<file path="src/acortex_pkg.sv">
// Shared definitions for the audio playback path
// Sample widths and stereo pair type
// PCM FIFO depth, pointer and fill level sizes
// DAC bit clock divider and frame length
// Serializer state encoding

`default_nettype none

package acortex_pkg;

  localparam int PCM_W = 16;                   // One channel sample

  typedef logic [PCM_W-1:0]   pcm_word_t;
  typedef logic [2*PCM_W-1:0] pcm_pair_t;      // Left in upper half

  localparam int FIFO_DEPTH  = 16;
  localparam int FIFO_ADDR_W = 4;
  localparam int FIFO_AFULL  = 12;             // Stream back-pressure level

  typedef logic [FIFO_ADDR_W:0] fifo_cnt_t;

  // Bit clock toggles every BCLK_HALF clocks
  localparam int BCLK_HALF  = 2;
  localparam int BCLK_CNT_W = $clog2(BCLK_HALF);

  localparam int FRAME_BITS = 32;              // Left then right
  localparam int BIT_CNT_W  = $clog2(FRAME_BITS);

  typedef enum logic [1:0]
  {
    SER_IDLE,
    SER_LEFT,
    SER_RIGHT
  } ser_state_t;

endpackage

`default_nettype wire

</file>
<file path="src/pcm_fifo_if.sv">
// Stereo PCM FIFO connection
// Write side from the sample packer, read side to the DAC serializer

`timescale 1ns/1ns
`default_nettype none

interface pcm_fifo_if import acortex_pkg::*; ();

  logic      wr_en;      // One-cycle write strobe
  pcm_pair_t wr_data;
  logic      afull;
  logic      rd_en;      // One-cycle pop strobe
  pcm_pair_t rd_data;    // Oldest sample while not empty
  logic      empty;

  modport producer
  (
    output wr_en,
    output wr_data,
    input  afull
  );

  modport buffer
  (
    input  wr_en,
    input  wr_data,
    input  rd_en,
    output afull,
    output rd_data,
    output empty
  );

  modport consumer (output rd_en, input rd_data, input empty);

endinterface

`default_nettype wire

</file>
<file path="src/wav_sample_pack.sv">
// Stream word acceptance with valid/ready
// Left/right pairing of 16-bit words into stereo samples
// Ready follows the FIFO almost-full flag

`timescale 1ns/1ns
`default_nettype none

module wav_sample_pack import acortex_pkg::*;
(
  input  logic             acortex_clk_ir,
  input  logic             acortex_rst_il,
  input  pcm_word_t        st_data,
  input  logic             st_valid,
  input  logic             st_sop,
  output logic             st_ready,
  pcm_fifo_if.producer     fifo
);

  logic      phase_right;   // Next word goes to the right channel
  pcm_word_t left_q;
  logic      accept;
  logic      left_word;

  assign st_ready  = ~fifo.afull;
  assign accept    = st_valid & st_ready;

  // Start of packet always restarts the pair
  assign left_word = st_sop | ~phase_right;

  always_ff @(posedge acortex_clk_ir or negedge acortex_rst_il)
  begin
    if (!acortex_rst_il)
    begin
      phase_right <= 1'b0;
      fifo.wr_en  <= 1'b0;
    end
    else
    begin
      fifo.wr_en <= 1'b0;
      if (accept)
      begin
        if (left_word)
          phase_right <= 1'b1;
        else
        begin
          phase_right <= 1'b0;
          fifo.wr_en  <= 1'b1;    // Pair complete
        end
      end
    end
  end

  // Sample payload
  always_ff @(posedge acortex_clk_ir)
  begin
    if (accept)
    begin
      if (left_word)
        left_q <= st_data;
      else
        fifo.wr_data <= {left_q, st_data};
    end
  end

endmodule

`default_nettype wire

</file>
<file path="src/pcm_fifo.sv">
// Stereo PCM sample FIFO
// Circular buffer with read and write pointers and a fill count
// Empty and full from the count, registered almost-full for back-pressure

`timescale 1ns/1ns
`default_nettype none

module pcm_fifo import acortex_pkg::*;
(
  input  logic       acortex_clk_ir,
  input  logic       acortex_rst_il,
  pcm_fifo_if.buffer fifo
);

  pcm_pair_t              mem [FIFO_DEPTH];
  logic [FIFO_ADDR_W-1:0] wr_ptr;
  logic [FIFO_ADDR_W-1:0] rd_ptr;
  fifo_cnt_t              count;
  logic                   full;
  logic                   do_wr;
  logic                   do_rd;

  assign full       = (count == fifo_cnt_t'(FIFO_DEPTH));
  assign fifo.empty = (count == '0);

  // Strobes are qualified so the pointers never pass each other
  assign do_wr = fifo.wr_en & ~full;
  assign do_rd = fifo.rd_en & ~fifo.empty;

  assign fifo.rd_data = mem[rd_ptr];   // Head of queue, no read latency

  always_ff @(posedge acortex_clk_ir)
  begin
    if (do_wr)
      mem[wr_ptr] <= fifo.wr_data;
  end

  always_ff @(posedge acortex_clk_ir or negedge acortex_rst_il)
  begin
    if (!acortex_rst_il)
    begin
      wr_ptr     <= '0;
      rd_ptr     <= '0;
      count      <= '0;
      fifo.afull <= 1'b0;
    end
    else
    begin
      if (do_wr)
        wr_ptr <= wr_ptr + 1'b1;    // Wraps at depth
      if (do_rd)
        rd_ptr <= rd_ptr + 1'b1;

      case ({do_wr, do_rd})
        2'b10:   count <= count + 1'b1;
        2'b01:   count <= count - 1'b1;
        default: count <= count;    // Idle or push and pop together
      endcase

      // Lags the count by one cycle
      fifo.afull <= (count >= fifo_cnt_t'(FIFO_AFULL));
    end
  end

endmodule

`default_nettype wire

</file>
<file path="src/dac_serializer.sv">
// DAC bit clock generation
// Serial output of stereo frames, left then right, MSB first
// Pops one FIFO sample per frame, back-to-back while samples remain

`timescale 1ns/1ns
`default_nettype none

module dac_serializer import acortex_pkg::*;
(
  input  logic         acortex_clk_ir,
  input  logic         acortex_rst_il,
  pcm_fifo_if.consumer fifo,
  output logic         aud_bclk,
  output logic         aud_dac_lrc,
  output logic         aud_dac_dat
);

  ser_state_t            state;
  logic [BCLK_CNT_W-1:0] div_cnt;
  logic [BIT_CNT_W-1:0]  bit_cnt;    // Index of the bit on the line
  pcm_pair_t             shift_q;
  logic                  tick;
  logic                  fall;
  logic                  last_bit;
  logic                  load;

  assign tick     = (div_cnt == BCLK_CNT_W'(BCLK_HALF - 1));
  assign fall     = tick & aud_bclk;   // Bit clock about to fall
  assign last_bit = (state != SER_IDLE) & (bit_cnt == BIT_CNT_W'(FRAME_BITS - 1));

  // New frame from idle or straight after the last bit
  assign load        = fall & ~fifo.empty & ((state == SER_IDLE) | last_bit);
  assign fifo.rd_en  = load;

  always_ff @(posedge acortex_clk_ir or negedge acortex_rst_il)
  begin
    if (!acortex_rst_il)
    begin
      div_cnt  <= '0;
      aud_bclk <= 1'b0;
    end
    else if (tick)
    begin
      div_cnt  <= '0;
      aud_bclk <= ~aud_bclk;
    end
    else
      div_cnt <= div_cnt + 1'b1;
  end

  always_ff @(posedge acortex_clk_ir or negedge acortex_rst_il)
  begin
    if (!acortex_rst_il)
    begin
      state       <= SER_IDLE;
      bit_cnt     <= '0;
      aud_dac_lrc <= 1'b1;
      aud_dac_dat <= 1'b0;
    end
    else if (fall)
    begin
      if (load)
      begin
        state       <= SER_LEFT;
        bit_cnt     <= '0;
        aud_dac_lrc <= 1'b0;                         // Frame start
        aud_dac_dat <= fifo.rd_data[FRAME_BITS-1];
      end
      else if (last_bit)
      begin
        state       <= SER_IDLE;                     // FIFO ran dry
        aud_dac_lrc <= 1'b1;
        aud_dac_dat <= 1'b0;
      end
      else if (state != SER_IDLE)
      begin
        bit_cnt     <= bit_cnt + 1'b1;
        aud_dac_dat <= shift_q[FRAME_BITS-1];
        if (bit_cnt == BIT_CNT_W'(PCM_W - 1))
        begin
          state       <= SER_RIGHT;
          aud_dac_lrc <= 1'b1;                       // Right MSB next
        end
      end
    end
  end

  // Bits still to send, top bit is the next one out
  always_ff @(posedge acortex_clk_ir)
  begin
    if (load)
      shift_q <= {fifo.rd_data[FRAME_BITS-2:0], 1'b0};
    else if (fall && state != SER_IDLE)
      shift_q <= {shift_q[FRAME_BITS-2:0], 1'b0};
  end

endmodule

`default_nettype wire

</file>
<file path="src/acortex_top.sv">
// Audio Cortex playback path top level
// Stream input to sample packer, PCM FIFO and DAC serializer
// Plain ports, internal blocks joined by the FIFO interface

`timescale 1ns/1ns
`default_nettype none

module acortex_top import acortex_pkg::*;
(
  input  logic      acortex_clk_ir,
  input  logic      acortex_rst_il,

  input  pcm_word_t st_data,
  input  logic      st_valid,
  input  logic      st_sop,
  output logic      st_ready,

  output logic      aud_bclk,
  output logic      aud_dac_lrc,
  output logic      aud_dac_dat
);

  pcm_fifo_if pcm_if ();

  wav_sample_pack pack_i
  (
    .acortex_clk_ir (acortex_clk_ir),
    .acortex_rst_il (acortex_rst_il),
    .st_data        (st_data),
    .st_valid       (st_valid),
    .st_sop         (st_sop),
    .st_ready       (st_ready),
    .fifo           (pcm_if.producer)
  );

  pcm_fifo fifo_i
  (
    .acortex_clk_ir (acortex_clk_ir),
    .acortex_rst_il (acortex_rst_il),
    .fifo           (pcm_if.buffer)
  );

  dac_serializer ser_i
  (
    .acortex_clk_ir (acortex_clk_ir),
    .acortex_rst_il (acortex_rst_il),
    .fifo           (pcm_if.consumer),
    .aud_bclk       (aud_bclk),
    .aud_dac_lrc    (aud_dac_lrc),
    .aud_dac_dat    (aud_dac_dat)
  );

endmodule

`default_nettype wire

</file>
<file path="config.mk">
export PLATFORM = sky130hd
export DESIGN_NAME = acortex_top
export DESIGN_NICKNAME = d
export VERILOG_FILES = /design/src/acortex_pkg.sv /design/src/pcm_fifo_if.sv /design/src/wav_sample_pack.sv /design/src/pcm_fifo.sv /design/src/dac_serializer.sv /design/src/acortex_top.sv
export SDC_FILE = /design/constraint.sdc
export NUM_CORES = 1
export LEC_CHECK = 0
export BUFFER_PORTS_ARGS = -buffer_cell sky130_fd_sc_hd__buf_2
export CORE_UTILIZATION = 45
export DETAILED_ROUTE_END_ITERATION = 6
export GPL_ROUTABILITY_DRIVEN = 0
export PLACE_DENSITY = 0.7
export SETUP_SLACK_MARGIN = 0.3
export SLEW_MARGIN = 20
export SYNTH_ARGS = -nofsm -noshare
export SYNTH_HDL_FRONTEND = slang
export SYNTH_HIERARCHICAL = 1
export SYNTH_SLANG_ARGS = --single-unit
</file>
<file path="constraint.sdc">
create_clock -name acortex_clk_ir -period 3.45 [get_ports acortex_clk_ir]
set_input_delay 0.69 -clock acortex_clk_ir [delete_from_list [all_inputs] [get_ports acortex_clk_ir]]
set_output_delay 0.69 -clock acortex_clk_ir [all_outputs]
set_load 0.005 [all_outputs]
</file>
# After elaboration in Yosys (flattened, before gate mapping)
# Memory sizes are Yosys's and may differ from the RTL's.
# Index checks and enable logic that the tools add are counted.
[classes] magnitude_cmp=1 mux=23 n_reduce_logical=14 n_eq_ne=6 add_sub_neg=6 bitwise_logic=15
[ops] op="32-bit 2-to-1 mux" count=2
[ops] op="5-bit 2-to-1 mux" count=3
[ops] op="1-bit 2-to-1 mux" count=13
[ops] op="5-bit by 1-bit adder with 5-bit output (second input constant)" count=2
[ops] op="5-bit == test (second input constant)" count=2
[ops] op="5-bit one-hot mux with 2 select lines" count=1
[ops] op="4-bit by 1-bit adder with 4-bit output (second input constant)" count=2
[ops] op="2-bit 2-to-1 mux" count=4
[ops] op="2-bit nonzero test" count=4
[ops] op="1-bit AND" count=7
[ops] op="1-bit NOT" count=6
[ops] op="2-bit AND reduction" count=3
[ops] op="3-bit AND reduction" count=2
[ops] op="3-bit nonzero test" count=2
[ops] op="5-bit by 4-bit == test with 1-bit output (second input constant)" count=1
[ops] op="5-bit by 4-bit greater-or-equal comparator with 1-bit output (second input constant)" count=1
[ops] op="5-bit zero test" count=1
[ops] op="5-bit by 1-bit subtractor with 5-bit output (second input constant)" count=1
[ops] op="2-bit by 1-bit == test with 1-bit output (second input constant)" count=1
[ops] op="2-bit == test (second input constant)" count=1
[ops] op="2-bit zero test" count=1
[ops] op="2-bit inequality test (second input constant)" count=1
[ops] op="1-bit OR" count=2
[ops] op="1-bit adder (second input constant)" count=1
[ops] op="1-bit logical AND" count=1
[totals] wordCells=81 n_memories=1 mem_bits_rw=512 reg_bits=106
[mem_list] memory="fifo_i.mem" words=16 width=32 read_ports=1 rd_ports_with_merged_regs=0 wr=1 line="pcm_fifo.sv:15" rtl="pcm_pair_t mem [FIFO_DEPTH];"

# Depth between registers and ports, before layout
# Gate-level depths: netlist of run 1.
[depth] word_depth=7 depth_mapped=16 ltp_nobuf=14

# Cells and area by module
# Netlist of run 1, hierarchy kept.
[modules_own_cells] module="pcm_fifo" seq_area_each_um2=15725.1 instances=1 area_each_um2=20435.8 cells_each=1014
[modules_own_cells] module="dac_serializer" seq_area_each_um2=1207.4 instances=1 area_each_um2=1886.8 cells_each=117
[modules_own_cells] module="wav_sample_pack" seq_area_each_um2=1491.4 instances=1 area_each_um2=1536.5 cells_each=57

# Worst setup path before layout of run 1
# OpenSTA, ideal clock, no wires.
[synth_path] path_kind="reg2reg" from="reg fifo_i.count[0]" to="mem fifo_i/mem[0][0] (netlist bit) (enable)" period_less_slack_ps=3540 t_arrival_ps=3079 path_stages_with_launch=6 slack_ps=-90 setup_time_ps=461 required_time_ps=2989 cell_sequence="dfrtp_1 -> or4_4 -> o21a_1 -> buf_6 -> nand2_1 -> nor3_1"
[synth_via] elab_chain_len=5
[synth_lines] element="start, declared" line="pcm_fifo.sv:18" rtl="fifo_cnt_t count;"
[synth_lines] element="start signal, assigned" line="pcm_fifo.sv:55" rtl="2'b10: count <= count + 1'b1;"
[synth_lines] element="start signal, assigned" line="pcm_fifo.sv:56" rtl="2'b01: count <= count - 1'b1;"
[synth_lines] element="start signal, assigned" line="pcm_fifo.sv:57" rtl="default: count <= count;"
[synth_lines] element="5-bit == test" line="pcm_fifo.sv:23" rtl="assign full = (count == fifo_cnt_t'(FIFO_DEPTH));"
[synth_lines] element="1-bit NOT" line="pcm_fifo.sv:27" rtl="assign do_wr = fifo.wr_en & ~full;"
[synth_lines] element="1-bit AND" line="pcm_fifo.sv:27"
[synth_lines] element="1-bit 2-to-1 mux" line="pcm_fifo.sv:34" rtl="if (do_wr)"
[synth_lines] element="1-bit 2-to-1 mux (not written as such)" line="pcm_fifo.sv:35" rtl="mem[wr_ptr] <= fifo.wr_data;"
[synth_lines] element="end, declared" line="pcm_fifo.sv:15"
# No other way between the ends.

# Worst setup path after layout of run 1
[layout_path] from="reg ser_i.bit_cnt[0]" to="reg fifo_i.count[4]"
[layout_via] elab_chain_len=7 word_cells_on_any_way=9
[layout_lines] element="start, declared" line="dac_serializer.sv:20" rtl="logic [BIT_CNT_W-1:0] bit_cnt;"
[layout_lines] element="start signal, assigned" line="dac_serializer.sv:77" rtl="bit_cnt <= bit_cnt + 1'b1;"
[layout_lines] element="5-bit == test *" line="dac_serializer.sv:29" rtl="assign last_bit = (state != SER_IDLE) & (bit_cnt == BIT_CNT_W'(FRAME_BITS - 1));"
[layout_lines] element="1-bit AND *" line="dac_serializer.sv:29"
[layout_lines] element="1-bit OR *" line="dac_serializer.sv:32" rtl="assign load = fall & ~fifo.empty & ((state == SER_IDLE) | last_bit);"
[layout_lines] element="1-bit AND *" line="dac_serializer.sv:32"
[layout_lines] element="named net pcm_if.rd_en" line="pcm_fifo_if.sv:12" rtl="logic rd_en;"
[layout_lines] element="1-bit AND *" line="pcm_fifo.sv:28" rtl="assign do_rd = fifo.rd_en & ~fifo.empty;"
[layout_lines] element="2-bit by 1-bit == test with 1-bit output or 2-bit == test (tied branches)" line="pcm_fifo.sv:54" rtl="case ({do_wr, do_rd})"
[layout_lines] element="5-bit one-hot mux with 2 select lines or 2-bit nonzero test (tied branches)"
# Mark *: on every way through the listed nets, which the timed path passes. The rest lies on a longest branch.
# A chain may end at the register's enable or synchronous reset.

==> results.sh, run 1 <==
export IMPL_dr_total_vias=11500
export IMPL_setup_tns_ps=0
export IMPL_ios=24
export IMPL_crit_slowest_cell="dfrtp_1"
export IMPL_crit_arrival_ps=3470
export IMPL_syn_mean_instance_area_um2=20.1
export IMPL_cts_sink_count=618
export IMPL_grt_ovfl_total=0
export IMPL_ys_types=55
export IMPL_rsz0062_at_grt="false"
export IMPL_slowest_delay_ps=400
export IMPL_worstRegToRegCells=14
export IMPL_place_area_um2=25100
export IMPL_layout_common_cells="591 x edfxtp_1, 131 x mux2i_1, 64 x a221oi_1, 64 x mux4_2, 57 x clkbuf_16"
export IMPL_p_leak_nw=9.06
export IMPL_dp_cells=1884
export IMPL_hold_buffers=0
export IMPL_start_util=0.455
export IMPL_core_area_um2=52400
export IMPL_drv_cap=0
export IMPL_cts_setup_buffers=0
export IMPL_synth_top_flop_cell="edfxtp_1"
export IMPL_p_per_area_nw_per_um2=754
export IMPL_syn_area_um2=23900
export IMPL_yosysTopAreaCell="edfxtp_1"
export IMPL_synth_cells=1188
export IMPL_initialDrtViolationCount=1026
export IMPL_via_per_inst=5.79
export IMPL_ctsLongestPathBuffers=3
export IMPL_worst_pin_slew_ps=1080
export IMPL_synth_warnings=6
export IMPL_drv_slew=0
export IMPL_synth_nets=1221
export IMPL_fmax_mhz=335
export IMPL_ys_seq_area_frac=0.772
export IMPL_grt_pass1_wl_um=76000
export IMPL_met3_length_um=3230
export IMPL_synth_top_area_frac=0.744
export IMPL_antenna_found_initial=1
export IMPL_skew_ps=15.5
export IMPL_fin_area_um2=27200
export IMPL_io_buffers=23
export IMPL_rrSetupSlack_ps=470
export IMPL_power_mw=20.5
export IMPL_grt_max_degree=66
export IMPL_fin_crit_sh=0.865
export IMPL_reg2reg_to="fifo_i/count[4]"
export IMPL_hpwl_um=28200
export IMPL_setup_violations=0
export IMPL_first_global_vias=11800
export IMPL_antenna_left=0
export IMPL_die_area_um2=53900
export IMPL_grt_util_all_layers=0.195
export IMPL_finalNetCount=1288
export IMPL_critPathCaptureType="flip-flop"
export IMPL_cts_tree="built"
export IMPL_rows=84
export IMPL_synth_area_leaders="edfxtp_1 74%, mux4_2 6.0%, mux2i_1 5.5%"
export IMPL_worstPathCellList="ha_2, and3_4, ha_4, o21ba_4, nor3_4, nor2b_4, ha_4, inv_1, fa_2, nor2b_1, o21ai_1, nand3_1, or3b_1, xnor2_1"
export IMPL_drt_total_wl_um=51600
export IMPL_htree_num_levels=2
export IMPL_cts_buffers=56
export IMPL_wl_met1_um=21000
export IMPL_routedWlPerCell_um=25.9
export IMPL_status="finished clean"
export IMPL_critical_path_class="reg -> reg"
export IMPL_area_growth_pct=14.0
export IMPL_drive_gt1_frac=0.228
export IMPL_drcViolationCount=0
export IMPL_slew_headroom=0.277
export IMPL_period_needed_ps=2980
export IMPL_clockRootBuffer="clkbuf_16"
export IMPL_cts_repair_resized=0
export IMPL_final_core_util=0.519
export IMPL_cpMostUsedCell="ha_4"
export IMPL_vdd_ir_drop_max_mv=0.519
export IMPL_wl_met2_um=26000
export IMPL_clock_latency_ps=610
export IMPL_die_w_um=232
export IMPL_fin_cells=1992
export IMPL_worstPathMaxFanout=4
export IMPL_r2r_start="ser_i/bit_cnt[0]"
export IMPL_async_flop_share=0.0437
export IMPL_synth_edf_count=591
export IMPL_startpoint_type="flip-flop"
export IMPL_cp_data_required_time_ps=3940
export IMPL_clk_pin_slew_ps=60
export IMPL_fillCellCount=3968
export IMPL_die_h_um=232
export IMPL_route_top_layer_used="met4"
export IMPL_firstDrtPassIters=5
export IMPL_hold_viol=0
export IMPL_hold_path_class="in -> async"
export IMPL_layout_commonest_cell="edfxtp_1"
export IMPL_ys_ff_latch=618
==> through the flow <==
stage / setup slack, ps / hold slack, ps
3_5_place_dp: 446 / 405
2_1_floorplan: 333 / 394
4_1_cts: 442 / 89.5
6_report: 466 / 104
5_1_grt: 298 / 138
3_3_place_gp: 495 / 401
==> sequential cells by signal, indices dropped and copies added (netlist names), 2 cells and up <==
register,cells
fifo_i/mem,512
pack_i/fifo.wr_data,32
ser_i/shift_q,31
pack_i/left_q,16
fifo_i/count,5
ser_i/bit_cnt,5
fifo_i/rd_ptr,4
fifo_i/wr_ptr,4
ser_i/state,2
==> cell families (layout without fill, tap and decap cells) <==
family	Yosys count	count (layout)	share of synthesized area
flip-flops	618	618	0.772
multiplexers	226	226	0.130
AO/OA/AOI/OAI	156	156	0.0482
AND/OR/NAND/NOR	87	87	0.0187
buffers and inverters	77	192	0.0196
adder cells (fa/ha/maj)	13	13	0.00713
XOR/XNOR	11	11	0.00404
other	0	1	0
==> layer usage <==
metal,GRT usage,vias up
met5,0,-
met4,0.0623,0
met1,0.253,6043
li1,-,5016
met3,0.0375,86
met2,0.329,385
==> layout make-up <==
type	instances	area, µm²	share of cell area
multi-input combinational	493	5160	0.190
sequential	618	18400	0.678
timing repair buffer	71	601	0.0221
tap	688	861	0.0316
inverter	15	56.3	0.00207
clock inverter	39	587	0.0216
clock buffer	67	1500	0.0553
antenna	1	2.50	0.0000920
==> worst max-delay path: cells and delay by family, from the launching register on <==
kind | cells | cell delay [ps]
xor+xnor | 1 | 130
simple gates | 6 | 1100
buf+inv | 1 | 80
compound gates | 2 | 250
fa+ha+maj | 4 | 900
flops | 1 | 400
==> worst max path at each step <==
stage	start	end	slack (ps)	cells past startpoint
floorplan	ser_i/bit_cnt[0]	fifo_i/count[4]	330	16
global placement	ser_i/bit_cnt[0]	fifo_i/count[4]	500	14
detailed placement	ser_i/bit_cnt[0]	fifo_i/count[4]	450	14
CTS	ser_i/bit_cnt[0]	fifo_i/count[4]	440	14
global route	ser_i/bit_cnt[0]	fifo_i/count[4]	300	14
finish	ser_i/bit_cnt[0]	fifo_i/count[4]	470	14
==> where the power goes <==
group	leakage, nW	total [mW]	switching [mW]	internal, mW
Clock	1.02	6.96	2.72	4.24
Combinational	2.40	4.32	2.36	1.96
Sequential	5.64	9.25	0.549	8.70
Total	9.06	20.5	5.63	14.9
==> cell usage after synthesis (4+ instances only) <==
cell	count
a22oi_1	32
and2_1	4
mux4_2	64
xor2_1	4
clkbuf_1	20
dfrtp_1	26
buf_4	6
nor3_1	6
nor2_1	12
ha_1	12
buf_6	18
buf_2	17
nand3_1	4
a21oi_1	6
edfxtp_1	591
mux2_2	28
nand2_1	43
a21o_1	4
o21ai_0	38
inv_1	15
a221oi_1	64
xnor2_1	7
mux2i_1	131
Power figures use the tool's default switching activity.
==> run 2: changes to the inputs <==
Settings changed: CELL_PAD_IN_SITES_DETAIL_PLACEMENT set to 1, CELL_PAD_IN_SITES_GLOBAL_PLACEMENT set to 2, PLACE_DENSITY 0.7 to 0.83.
==> results.sh, run 2 (synthesized netlist as in run 1, its figures left out) <==
export IMPL_status="finished clean"
export IMPL_first_global_vias=12700
export IMPL_routedWlPerCell_um=28.6
export IMPL_clk_pin_slew_ps=60
export IMPL_io_buffers=23
export IMPL_fmax_mhz=340
export IMPL_fin_crit_sh=0.854
export IMPL_startpoint_type="flip-flop"
export IMPL_layout_common_cells="591 x edfxtp_1, 131 x mux2i_1, 64 x a221oi_1, 64 x mux4_2, 61 x clkbuf_16"
export IMPL_crit_arrival_ps=3450
export IMPL_power_mw=20.2
export IMPL_critical_path_class="reg -> reg"
export IMPL_antennaDiodeCount=0
export IMPL_setup_violations=0
export IMPL_initialDrtViolationCount=1056
export IMPL_multi_input_area_um2=5170
export IMPL_cts_sink_count=618
export IMPL_period_needed_ps=2940
export IMPL_area_growth_pct=13.7
export IMPL_internal_power_mw=14.4
export IMPL_largest_reg_flops=512
export IMPL_largestRegisters="fifo_i/mem (512), pack_i/fifo.wr_data (32), ser_i/shift_q (31)"
export IMPL_die_area_um2=53900
export IMPL_p_leak_nw=9.01
export IMPL_pwr_share_comb=0.218
export IMPL_fin_area_um2=27100
export IMPL_drt_total_wl_um=57100
export IMPL_htree_num_levels=2
export IMPL_skew_ps=33.1
export IMPL_layout_commonest_cell="edfxtp_1"
export IMPL_clockRootBuffer="clkbuf_16"
export IMPL_ios=24
export IMPL_dp_cells=1881
export IMPL_drv_cap=0
export IMPL_core_area_um2=52400
export IMPL_seqPwrFrac=0.459
export IMPL_hpwl_um=31700
export IMPL_fin_cells=1999
export IMPL_dr_total_vias=11800
export IMPL_worstPathMaxFanout=9
export IMPL_rows=84
export IMPL_ctsLongestPathBuffers=3
export IMPL_antenna_left=0
export IMPL_clkPwrFrac=0.322
export IMPL_clock_latency_ps=640
export IMPL_firstDrtPassIters=4
export IMPL_hold_path_class="in -> async"
export IMPL_via_per_inst=5.89
export IMPL_die_h_um=232
export IMPL_switching_share=0.290
export IMPL_rsz0062_at_grt="false"
export IMPL_switchingPower_mw=5.87
export IMPL_antenna_found_initial=2
export IMPL_critPathCaptureType="flip-flop"
export IMPL_setup_ws_ps=505
export IMPL_final_core_util=0.517
export IMPL_vdd_ir_drop_max_mv=0.435
export IMPL_grt_pass1_wl_um=83400
export IMPL_slew_headroom=0.362
export IMPL_grt_max_degree=49
export IMPL_finalNetCount=1292
export IMPL_hold_viol=0
export IMPL_cts_buffers=61
export IMPL_cts_tree="built"
export IMPL_p_per_area_nw_per_um2=746
export IMPL_fillCellCount=4608
export IMPL_start_util=0.455
export IMPL_grt_util_all_layers=0.217
export IMPL_worst_pin_slew_ps=957
export IMPL_grt_ovfl_total=0
export IMPL_cp_data_required_time_ps=3950
export IMPL_drv_slew=0
export IMPL_setup_tns_ps=0
export IMPL_regMostFlops="fifo_i/mem"
export IMPL_dp_slack_ps=411
export IMPL_drcViolationCount=0
export IMPL_regArea_um2=18400
export IMPL_hold_slack_ps=80.4
export IMPL_drive_gt1_frac=0.223
export IMPL_place_area_um2=25100
export IMPL_die_w_um=232
-- run 2: per-layer routing --
metal	share of wire	wire (µm)	track usage
met3	0.058	3300	0.0368
met5	0	0	0
met4	0.026	1480	0.0695
met1	0.40	23100	0.278
met2	0.51	29200	0.375
-- run 2: worst max-delay path: stages (launching register included) --
cell and delay, ps:
dfrtp_1 400, or4_4 570, o21a_1 330, inv_1 160, ha_4 170, inv_1 70, fa_2 350, nor2b_1 120
o21ai_1 90, nand3_1 80, or3b_1 360, xnor2_1 130
-- run 2: final timing paths --
path | startpoint | to | slack [ps] | cells after the start
setup reg to reg | fifo_i/count[1] | fifo_i/count[4] | 510 | 11
setup / recovery | fifo_i/count[1] | fifo_i/count[4] | 510 | 11
min in group acortex_clk_ir | st_data[14] | pack_i/left_q[14] | 240 | 1
hold reg to reg | pack_i/left_q[7] | pack_i/fifo.wr_data[23] | 420 | 0
hold / removal | acortex_rst_il | fifo_i/rd_ptr[2] | 80 | 1
max in group asynchronous | acortex_rst_il | fifo_i/rd_ptr[0] | 2910 | 1
-- run 2: power by group through the flow --
stage,logic [mW],clock network (mW),registers (mW)
floorplan,3.35,0,9.06
global placement,4.24,0,9.39
detailed placement,4.39,0,9.45
CTS,4.45,6.62,9.30
global route,4.74,6.85,9.36
finish,4.42,6.52,9.30
-- run 2: final cells by class --
cell class,count,area share
clock inverter,37,0.0138
multi-input combinational,493,0.191
inverter,15,0.00208
timing repair buffer,70,0.0237
tap,688,0.0317
sequential,618,0.679
clock buffer,78,0.0586
-- run 2: what timing repair did --
action	CTS	global route
setup endpoints to repair	0	1
hold buffers	0	0
resized for setup	0	1
buffers inserted	0	3
